### src/glay_ctrl_pkg.sv
// Control state encoding and run length type for the kernel control chain
`default_nettype none

package glay_ctrl_pkg;

  // --------------------
  // Control states
  // --------------------

  // Setup holds until the request FIFO leaves its reset busy window
  // Idle waits on ap_start, busy runs the job, done waits on ap_continue
  typedef enum logic [1:0] {
    SETUP = 2'b00,
    IDLE  = 2'b01,
    BUSY  = 2'b10,
    DONE  = 2'b11
  } ctrl_state_t;

  // --------------------
  // Job timing
  // --------------------

  // Run length in ap_clk cycles
  // Comes from the job descriptor, one value per job
  typedef logic [15:0] cycle_count_t;

endpackage : glay_ctrl_pkg

`default_nettype wire

### src/glay_req_pkg.sv
// Request word type, requester index type and requester count
`default_nettype none

package glay_req_pkg;

  // --------------------
  // Request path
  // --------------------

  // Fixed two requesters in front of the request FIFO
  localparam int unsigned NUM_REQUESTERS = 2;

  // One request word, typically a vertex index
  typedef logic [31:0] req_word_t;

  // Index of the requester that supplied a word
  // One bit covers both requesters
  typedef logic req_source_t;

endpackage : glay_req_pkg

`default_nettype wire

### src/glay_control_input.sv
// Control strobe input registers and job descriptor holding register
`timescale 1ns/1ps
`default_nettype none

module glay_control_input
  import glay_ctrl_pkg::*;
(
  input  logic         ap_clk               ,
  input  logic         m_axi_areset         ,
  input  logic         ap_start             ,
  input  logic         ap_continue          ,
  input  logic         descriptor_valid     ,
  input  cycle_count_t descriptor_run_cycles,
  input  logic         desc_release         ,
  output logic         start_q              ,
  output logic         continue_q           ,
  output logic         desc_held            ,
  output cycle_count_t desc_run_cycles
);

  // --------------------
  // Control strobes
  // --------------------

  // One cycle delay on start and continue
  always_ff @(posedge ap_clk) begin
    if (m_axi_areset) begin
      start_q    <= 1'b0;
      continue_q <= 1'b0;
    end else begin
      start_q    <= ap_start;
      continue_q <= ap_continue;
    end
  end

  // --------------------
  // Descriptor hold
  // --------------------

  // Held flag set by the strobe, cleared by release from control
  // A new strobe wins over a release in the same cycle
  always_ff @(posedge ap_clk) begin
    if (m_axi_areset) begin
      desc_held <= 1'b0;
    end else if (descriptor_valid) begin
      desc_held <= 1'b1;
    end else if (desc_release) begin
      desc_held <= 1'b0;
    end
  end

  // Payload, overwritten by any later descriptor
  always_ff @(posedge ap_clk) begin
    if (descriptor_valid) begin
      desc_run_cycles <= descriptor_run_cycles;
    end
  end

endmodule : glay_control_input

`default_nettype wire

### src/glay_kernel_control.sv
// Control chain FSM with completion timer and registered ap_* outputs
`timescale 1ns/1ps
`default_nettype none

module glay_kernel_control
  import glay_ctrl_pkg::*;
(
  input  logic         ap_clk         ,
  input  logic         m_axi_areset   ,
  input  logic         start_q        ,
  input  logic         continue_q     ,
  input  logic         desc_held      ,
  input  cycle_count_t desc_run_cycles,
  input  logic         fifo_ready     ,
  output logic         desc_release   ,
  output logic         ap_ready       ,
  output logic         ap_idle        ,
  output logic         ap_done
);

  // --------------------
  // Timer
  // --------------------

  ctrl_state_t  state       ;
  cycle_count_t timer       ;
  cycle_count_t timer_next  ;
  logic         run_complete;

  // Cycles counted so far including this one
  assign timer_next = timer + cycle_count_t'(1);

  // Last counted cycle of the job
  // A zero run length also finishes on the first counted cycle
  assign run_complete = (timer_next >= desc_run_cycles);

  // --------------------
  // Control FSM
  // --------------------

  always_ff @(posedge ap_clk) begin
    if (m_axi_areset) begin
      state        <= SETUP;
      timer        <= '0;
      ap_ready     <= 1'b0;
      ap_idle      <= 1'b1;
      ap_done      <= 1'b0;
      desc_release <= 1'b0;
    end else begin
      // Single cycle pulses by default
      ap_ready     <= 1'b0;
      desc_release <= 1'b0;

      case (state)
        SETUP: begin
          // Wait out the FIFO reset busy window
          if (fifo_ready) begin
            state <= IDLE;
          end
        end

        IDLE: begin
          timer <= '0;
          if (start_q) begin
            // Accept the job, ready for one cycle
            state    <= BUSY;
            ap_ready <= 1'b1;
            ap_idle  <= 1'b0;
          end
        end

        BUSY: begin
          // Count only while a descriptor is held
          if (desc_held) begin
            if (run_complete) begin
              state        <= DONE;
              timer        <= '0;
              ap_done      <= 1'b1;
              desc_release <= 1'b1;
            end else begin
              timer <= timer_next;
            end
          end
        end

        DONE: begin
          // Done holds until the host continues
          if (continue_q) begin
            state   <= IDLE;
            ap_done <= 1'b0;
            ap_idle <= 1'b1;
          end
        end

        default: begin
          state <= SETUP;
        end
      endcase
    end
  end

endmodule : glay_kernel_control

`default_nettype wire

### src/glay_req_arbiter.sv
// Two input round robin request arbiter feeding the request FIFO
`timescale 1ns/1ps
`default_nettype none

module glay_req_arbiter
  import glay_req_pkg::*;
(
  input  logic                      ap_clk                   ,
  input  logic                      m_axi_areset             ,
  input  logic [NUM_REQUESTERS-1:0] req_valid                ,
  input  req_word_t                 req_data [NUM_REQUESTERS],
  input  logic                      can_push                 ,
  output logic [NUM_REQUESTERS-1:0] req_grant                ,
  output logic                      push                     ,
  output req_word_t                 push_data                ,
  output req_source_t               push_source
);

  req_source_t last_winner;
  req_source_t pick       ;

  // --------------------
  // Selection
  // --------------------

  // Requester that lost last time gets first pick
  // Otherwise the last winner keeps the slot if it is the only one valid
  always_comb begin
    if (req_valid[~last_winner]) begin
      pick = ~last_winner;
    end else begin
      pick = last_winner;
    end
  end

  // Push whenever anyone asks and the FIFO takes it
  assign push        = can_push & (|req_valid);
  assign push_data   = req_data[pick];
  assign push_source = pick;

  // Grant is a pulse alongside the push
  always_comb begin
    for (int i = 0; i < NUM_REQUESTERS; i++) begin
      req_grant[i] = push && (pick == req_source_t'(i));
    end
  end

  // --------------------
  // Round robin pointer
  // --------------------

  // Reset to requester 1 so requester 0 wins first
  always_ff @(posedge ap_clk) begin
    if (m_axi_areset) begin
      last_winner <= req_source_t'(1);
    end else if (push) begin
      last_winner <= pick;
    end
  end

endmodule : glay_req_arbiter

`default_nettype wire

### src/glay_req_fifo.sv
// Ordered request FIFO, first word fall through, with a reset busy window
`timescale 1ns/1ps
`default_nettype none

module glay_req_fifo
  import glay_req_pkg::*;
#(
  parameter int unsigned FIFO_DEPTH             = 8,
  parameter int unsigned FIFO_RESET_BUSY_CYCLES = 4
) (
  input  logic        ap_clk      ,
  input  logic        m_axi_areset,
  input  logic        push        ,
  input  req_word_t   push_data   ,
  input  req_source_t push_source ,
  input  logic        out_pop     ,
  output logic        can_push    ,
  output logic        fifo_ready  ,
  output logic        out_valid   ,
  output req_word_t   out_data    ,
  output req_source_t out_source
);

  localparam int unsigned ADDR_W = $clog2(FIFO_DEPTH);
  localparam int unsigned BUSY_W = $clog2(FIFO_RESET_BUSY_CYCLES + 1);

  // Storage, word and source side by side
  req_word_t   word_mem [FIFO_DEPTH];
  req_source_t src_mem  [FIFO_DEPTH];

  logic [ADDR_W-1:0] wr_ptr  ;
  logic [ADDR_W-1:0] rd_ptr  ;
  logic [ADDR_W:0]   count   ;
  logic [BUSY_W-1:0] busy_cnt;
  logic              do_push ;
  logic              do_pop  ;

  // --------------------
  // Reset busy window
  // --------------------

  // Down counter from reset, ready once it runs out
  always_ff @(posedge ap_clk) begin
    if (m_axi_areset) begin
      busy_cnt   <= BUSY_W'(FIFO_RESET_BUSY_CYCLES);
      fifo_ready <= 1'b0;
    end else begin
      if (busy_cnt != '0) begin
        busy_cnt <= busy_cnt - 1'b1;
      end
      fifo_ready <= (busy_cnt <= BUSY_W'(1));
    end
  end

  // --------------------
  // Status
  // --------------------

  // Busy or full blocks the arbiter
  assign can_push  = fifo_ready & (count != (ADDR_W+1)'(FIFO_DEPTH));
  assign out_valid = fifo_ready & (count != '0);

  // Stray pushes and pops are ignored
  assign do_push = push & can_push;
  assign do_pop  = out_pop & out_valid;

  // Head of queue straight to the output
  assign out_data   = word_mem[rd_ptr];
  assign out_source = src_mem[rd_ptr];

  // --------------------
  // Pointers and count
  // --------------------

  always_ff @(posedge ap_clk) begin
    if (m_axi_areset) begin
      wr_ptr <= '0;
      rd_ptr <= '0;
      count  <= '0;
    end else begin
      // Power of two depth, pointers wrap by themselves
      if (do_push) begin
        wr_ptr <= wr_ptr + 1'b1;
      end
      if (do_pop) begin
        rd_ptr <= rd_ptr + 1'b1;
      end
      if (do_push && !do_pop) begin
        count <= count + 1'b1;
      end else if (!do_push && do_pop) begin
        count <= count - 1'b1;
      end
    end
  end

  // Write port
  always_ff @(posedge ap_clk) begin
    if (do_push) begin
      word_mem[wr_ptr] <= push_data;
      src_mem[wr_ptr]  <= push_source;
    end
  end

endmodule : glay_req_fifo

`default_nettype wire

### src/glay_kernel_cu.sv
// Kernel compute unit top, control chain and request path wiring
`timescale 1ns/1ps
`default_nettype none

module glay_kernel_cu
  import glay_ctrl_pkg::*;
  import glay_req_pkg::*;
#(
  parameter int unsigned FIFO_DEPTH             = 8,
  parameter int unsigned FIFO_RESET_BUSY_CYCLES = 4
) (
  input  logic                      ap_clk                   ,
  input  logic                      m_axi_areset             ,
  input  logic                      ap_start                 ,
  input  logic                      ap_continue              ,
  input  logic                      descriptor_valid         ,
  input  cycle_count_t              descriptor_run_cycles    ,
  input  logic [NUM_REQUESTERS-1:0] req_valid                ,
  input  req_word_t                 req_data [NUM_REQUESTERS],
  input  logic                      out_pop                  ,
  output logic                      ap_ready                 ,
  output logic                      ap_idle                  ,
  output logic                      ap_done                  ,
  output logic [NUM_REQUESTERS-1:0] req_grant                ,
  output logic                      out_valid                ,
  output req_word_t                 out_data                 ,
  output req_source_t               out_source
);

  // --------------------
  // Internal wires
  // --------------------

  // Control side
  logic         start_q        ;
  logic         continue_q     ;
  logic         desc_held      ;
  cycle_count_t desc_run_cycles;
  logic         desc_release   ;

  // Request side
  logic         fifo_ready ;
  logic         can_push   ;
  logic         push       ;
  req_word_t    push_data  ;
  req_source_t  push_source;

  // --------------------
  // Control chain
  // --------------------

  glay_control_input inst_glay_control_input (
    .ap_clk               (ap_clk               ),
    .m_axi_areset         (m_axi_areset         ),
    .ap_start             (ap_start             ),
    .ap_continue          (ap_continue          ),
    .descriptor_valid     (descriptor_valid     ),
    .descriptor_run_cycles(descriptor_run_cycles),
    .desc_release         (desc_release         ),
    .start_q              (start_q              ),
    .continue_q           (continue_q           ),
    .desc_held            (desc_held            ),
    .desc_run_cycles      (desc_run_cycles      )
  );

  // Leaves setup once the FIFO is ready
  glay_kernel_control inst_glay_kernel_control (
    .ap_clk         (ap_clk         ),
    .m_axi_areset   (m_axi_areset   ),
    .start_q        (start_q        ),
    .continue_q     (continue_q     ),
    .desc_held      (desc_held      ),
    .desc_run_cycles(desc_run_cycles),
    .fifo_ready     (fifo_ready     ),
    .desc_release   (desc_release   ),
    .ap_ready       (ap_ready       ),
    .ap_idle        (ap_idle        ),
    .ap_done        (ap_done        )
  );

  // --------------------
  // Request path
  // --------------------

  glay_req_arbiter inst_glay_req_arbiter (
    .ap_clk      (ap_clk      ),
    .m_axi_areset(m_axi_areset),
    .req_valid   (req_valid   ),
    .req_data    (req_data    ),
    .can_push    (can_push    ),
    .req_grant   (req_grant   ),
    .push        (push        ),
    .push_data   (push_data   ),
    .push_source (push_source )
  );

  // Read port is the unit output stream
  glay_req_fifo #(
    .FIFO_DEPTH            (FIFO_DEPTH            ),
    .FIFO_RESET_BUSY_CYCLES(FIFO_RESET_BUSY_CYCLES)
  ) inst_glay_req_fifo (
    .ap_clk      (ap_clk      ),
    .m_axi_areset(m_axi_areset),
    .push        (push        ),
    .push_data   (push_data   ),
    .push_source (push_source ),
    .out_pop     (out_pop     ),
    .can_push    (can_push    ),
    .fifo_ready  (fifo_ready  ),
    .out_valid   (out_valid   ),
    .out_data    (out_data    ),
    .out_source  (out_source  )
  );

endmodule : glay_kernel_cu

`default_nettype wire

### config.mk
export PLATFORM = sky130hd
export DESIGN_NAME = glay_kernel_cu
export DESIGN_NICKNAME = d
export VERILOG_FILES = /design/src/glay_ctrl_pkg.sv /design/src/glay_req_pkg.sv /design/src/glay_control_input.sv /design/src/glay_kernel_control.sv /design/src/glay_req_arbiter.sv /design/src/glay_req_fifo.sv /design/src/glay_kernel_cu.sv
export SDC_FILE = /design/constraint.sdc
export NUM_CORES = 1
export LEC_CHECK = 0
export BUFFER_PORTS_ARGS = -buffer_cell sky130_fd_sc_hd__clkbuf_2
export CAP_MARGIN = 20
export CORE_MARGIN = 2
export CORE_UTILIZATION = 55
export DETAILED_ROUTE_END_ITERATION = 6
export PLACE_DENSITY = 0.74
export SKIP_CTS_REPAIR_TIMING = 1
export SYNTH_ARGS = -nofsm -noshare
export SYNTH_HDL_FRONTEND = slang
export SYNTH_SLANG_ARGS = --single-unit
### constraint.sdc
create_clock -name ap_clk -period 9.1 [get_ports ap_clk]
set_input_delay 0.455 -clock ap_clk [delete_from_list [all_inputs] [get_ports ap_clk]]
set_output_delay 0.455 -clock ap_clk [all_outputs]
set_load 0.1 [all_outputs]
==> flow_summary.toml <==
[clock_network]
clk_path_buf_depth = 3
htreeDepth = 2
clk_latency_ns = 0.51
clk_pin_slew_ns = 0.06
root_buffer = "clkbuf_16"
cts_sinks = 323
cts_made_buffers = 34
tritoncts = "built"

[setup_path]
worst_setup_path_start_kind = "register"
path_class = "reg -> out"
cp.required_ns = 8.65
critical_path_peak_fanout = 37
end_kind = "output port"
worstPathArrival_ns = 3.28

[cells_and_area]
fin_nets = 1004
drive_above_1_share_pct = 38.35
layout_common_cells = "edfxtp_1, clkbuf_2, mux4_2, mux2_2, dfxtp_1"
antenna_cells = 0
final_common_cell = "edfxtp_1"
syn_to_final_growth_pct = 15.96

[timing]
worst-slew-pin-transition_ns = 1.076
fin_tns_setup_ns = 0
rsz0062_at_grt = "no"
drv_slew = 0
clock.fmax_ghz = 0.2681
post-route-min-period_ns = 3.731
setup_ws_ns = 5.369
finalHoldViolCount = 0
worst_slew_margin_rel_pct = 28.29
finalSetupViolations = 0
clock_skew_ns = 0.01602
period_share_pct = 40.99

[floorplanning]
die_y_um = 159.6
die_area_um2 = 25480
core_area_um2 = 23610
die_width_um = 159.6
rows = 56
initial_utilization_pct = 56.42
ios = 127

[pwr]
ir_worst_vdd_v = 0.0001731
p_leak_uw = 0.005396
p_per_area_nw_per_um2 = 225.8
fin_total_pwr_uw = 3489

[global_routing]
grt_pass1_wl_mm = 40.34
first_global_vias = 7410
gr-total-overflow = 0
grt_start_max_net_pins = 67
grt.total_usage_pct = 20.41
antenna_found_initial = 0

[yosys]
syn_avg_cell_area_um2 = 18.10
yosysWarnings = 0
ys_ff_latch = 323
ys_types = 51
synth_edf_count = 280
async_reset_ff_share_pct = 0
synth_area_um2 = 13320
ys.flop_type = "edfxtp_1"
postSynthCellCount = 736
ys_seq_area_share_pct = 69.57
syn_nets = 855

[drt]
top_layer_used = "met4"
first_pass_iters = 5
wl_mm = 25.60
met2_length_mm = 12.91
via_count = 7021
dr_wl_met3_mm = 1.403
vias_per_cell = 5.713
drtIter0Drc = 433
drc = 0
antenna_left = 0
avgRoutedWirePerCell_um = 20.83
drt-met1-wl_mm = 10.79

[hold_path]
worstHoldPathType = "in -> reg"

[status]
status = "completed"

[placed_design]
detailed_place_hpwl_mm = 15.31
place_congestion = 0.8552
preCtsSetupSlack_ns = 5.785
io_buffers = 126

[job]
maxCapViolations = 0
power by group:
part / switching, uW / internal (uW)
Combinational: 345 / 156
Clock: 537 / 738
Sequential: 34.6 / 1680
Total: 917 / 2570
final timing paths:
path	slack (ns)	start	to	cells past startpoint
worst max-delay path	5.37	register	out_data[1]	4
worst min-delay path	0.13	descriptor_run_cycles[2]	inst_glay_control_input.desc_run_cycles[2]$_DFFE_PP_	1
worst max register to register	5.72	inst_glay_kernel_control.timer[0]$_SDFFE_PP0P_	inst_glay_kernel_control.state[0]$_SDFFE_PP0P_	12
worst min register to register	0.46	inst_glay_req_fifo.rd_ptr[1]$_SDFFE_PP0P_	register	2
kinds of logic (layout without fill, tap and decap cells):
| logic type | count (synthesis) | in the layout | share of synthesized area [%] |
|---|---|---|---|
| AND/OR/NAND/NOR | 114 | 114 | 4.245 |
| adder cells (fa/ha/maj) | 31 | 31 | 2.968 |
| flip-flops | 323 | 323 | 69.57 |
| XOR/XNOR | 18 | 18 | 1.183 |
| AO/OA/AOI/OAI | 55 | 55 | 3.156 |
| multiplexers | 137 | 137 | 17.14 |
| buffers and inverters | 58 | 232 | 1.737 |
cells in the mapped netlist, types with 2 or more instances:
cell type,number,area (um^2)
edfxtp_1,280,8408
mux4_2,66,1486
mux2_2,65,732.0
dfxtp_1,43,860.8
nor2_1,40,150.1
ha_1,30,375.4
inv_1,29,108.9
nand2_1,22,82.58
a21oi_1,18,90.09
clkbuf_1,16,60.06
a22oi_1,11,82.58
xnor2_1,11,96.34
nand3_1,10,50.05
nor2b_1,8,50.05
buf_1,7,26.28
xor2_1,7,61.31
o21ai_0,6,30.03
or2_2,6,37.54
buf_2,5,25.02
mux2i_1,5,50.05
nor3_1,5,25.02
nand2b_1,4,25.02
nor3b_1,4,30.03
and2_1,3,18.77
a21o_1,2,15.01
a21oi_4,2,32.53
and3_1,2,12.51
nand4_1,2,12.51
nand4b_1,2,17.52
o21a_1,2,15.01
o21bai_1,2,15.01
o22ai_1,2,12.51
per-layer routing:
metal / vias up / GRT usage [%]
met5: - / 0
li1: 3187 / -
met3: 45 / 3.740
met2: 211 / 34.63
met1: 3578 / 27.70
met4: 0 / 5.000
critical path, stage by stage (launching register included):
cell      delay [ns]
dfxtp_4         0.84
buf_4           0.64
mux4_2          0.58
mux2_2          0.31
clkbuf_2        0.38
cell type report:
class,instances,area (um^2)
clock inverters,16,120.1
repair buffers,142,750.7
multi-input cells,355,3880
fillers,1662,8164
inverters,29,108.9
well taps,319,399.1
clock buffers,45,912.1
flip-flops and latches,323,9278
flip-flops by register name, indices dropped and copies added (netlist names), 2 cells and up, named ones only:
signal / count
inst_glay_control_input.desc_run_cycles: 16
inst_glay_req_fifo.word_mem: 256
inst_glay_req_fifo.rd_ptr: 3
inst_glay_kernel_control.state: 2
inst_glay_req_fifo.count: 4
inst_glay_req_fifo.src_mem: 8
inst_glay_req_fifo.busy_cnt: 3
inst_glay_kernel_control.timer: 16
inst_glay_req_fifo.wr_ptr: 3
through the flow:
stage | std cells | hold WS [ns] | instance area (um^2) | utilization [%]
after floorplan | 736 | 0.4366 | 13320 | -
after global placement | 1167 | 0.4487 | 14410 | 61.02
after detailed placement | 1167 | 0.4666 | 14410 | 61.02
after CTS | 1228 | 0.1043 | 15440 | 65.39
after global routing | 1229 | 0.1098 | 15450 | 65.43
final | 1229 | 0.1270 | 15450 | 65.43
Power figures use the tool's default switching activity.
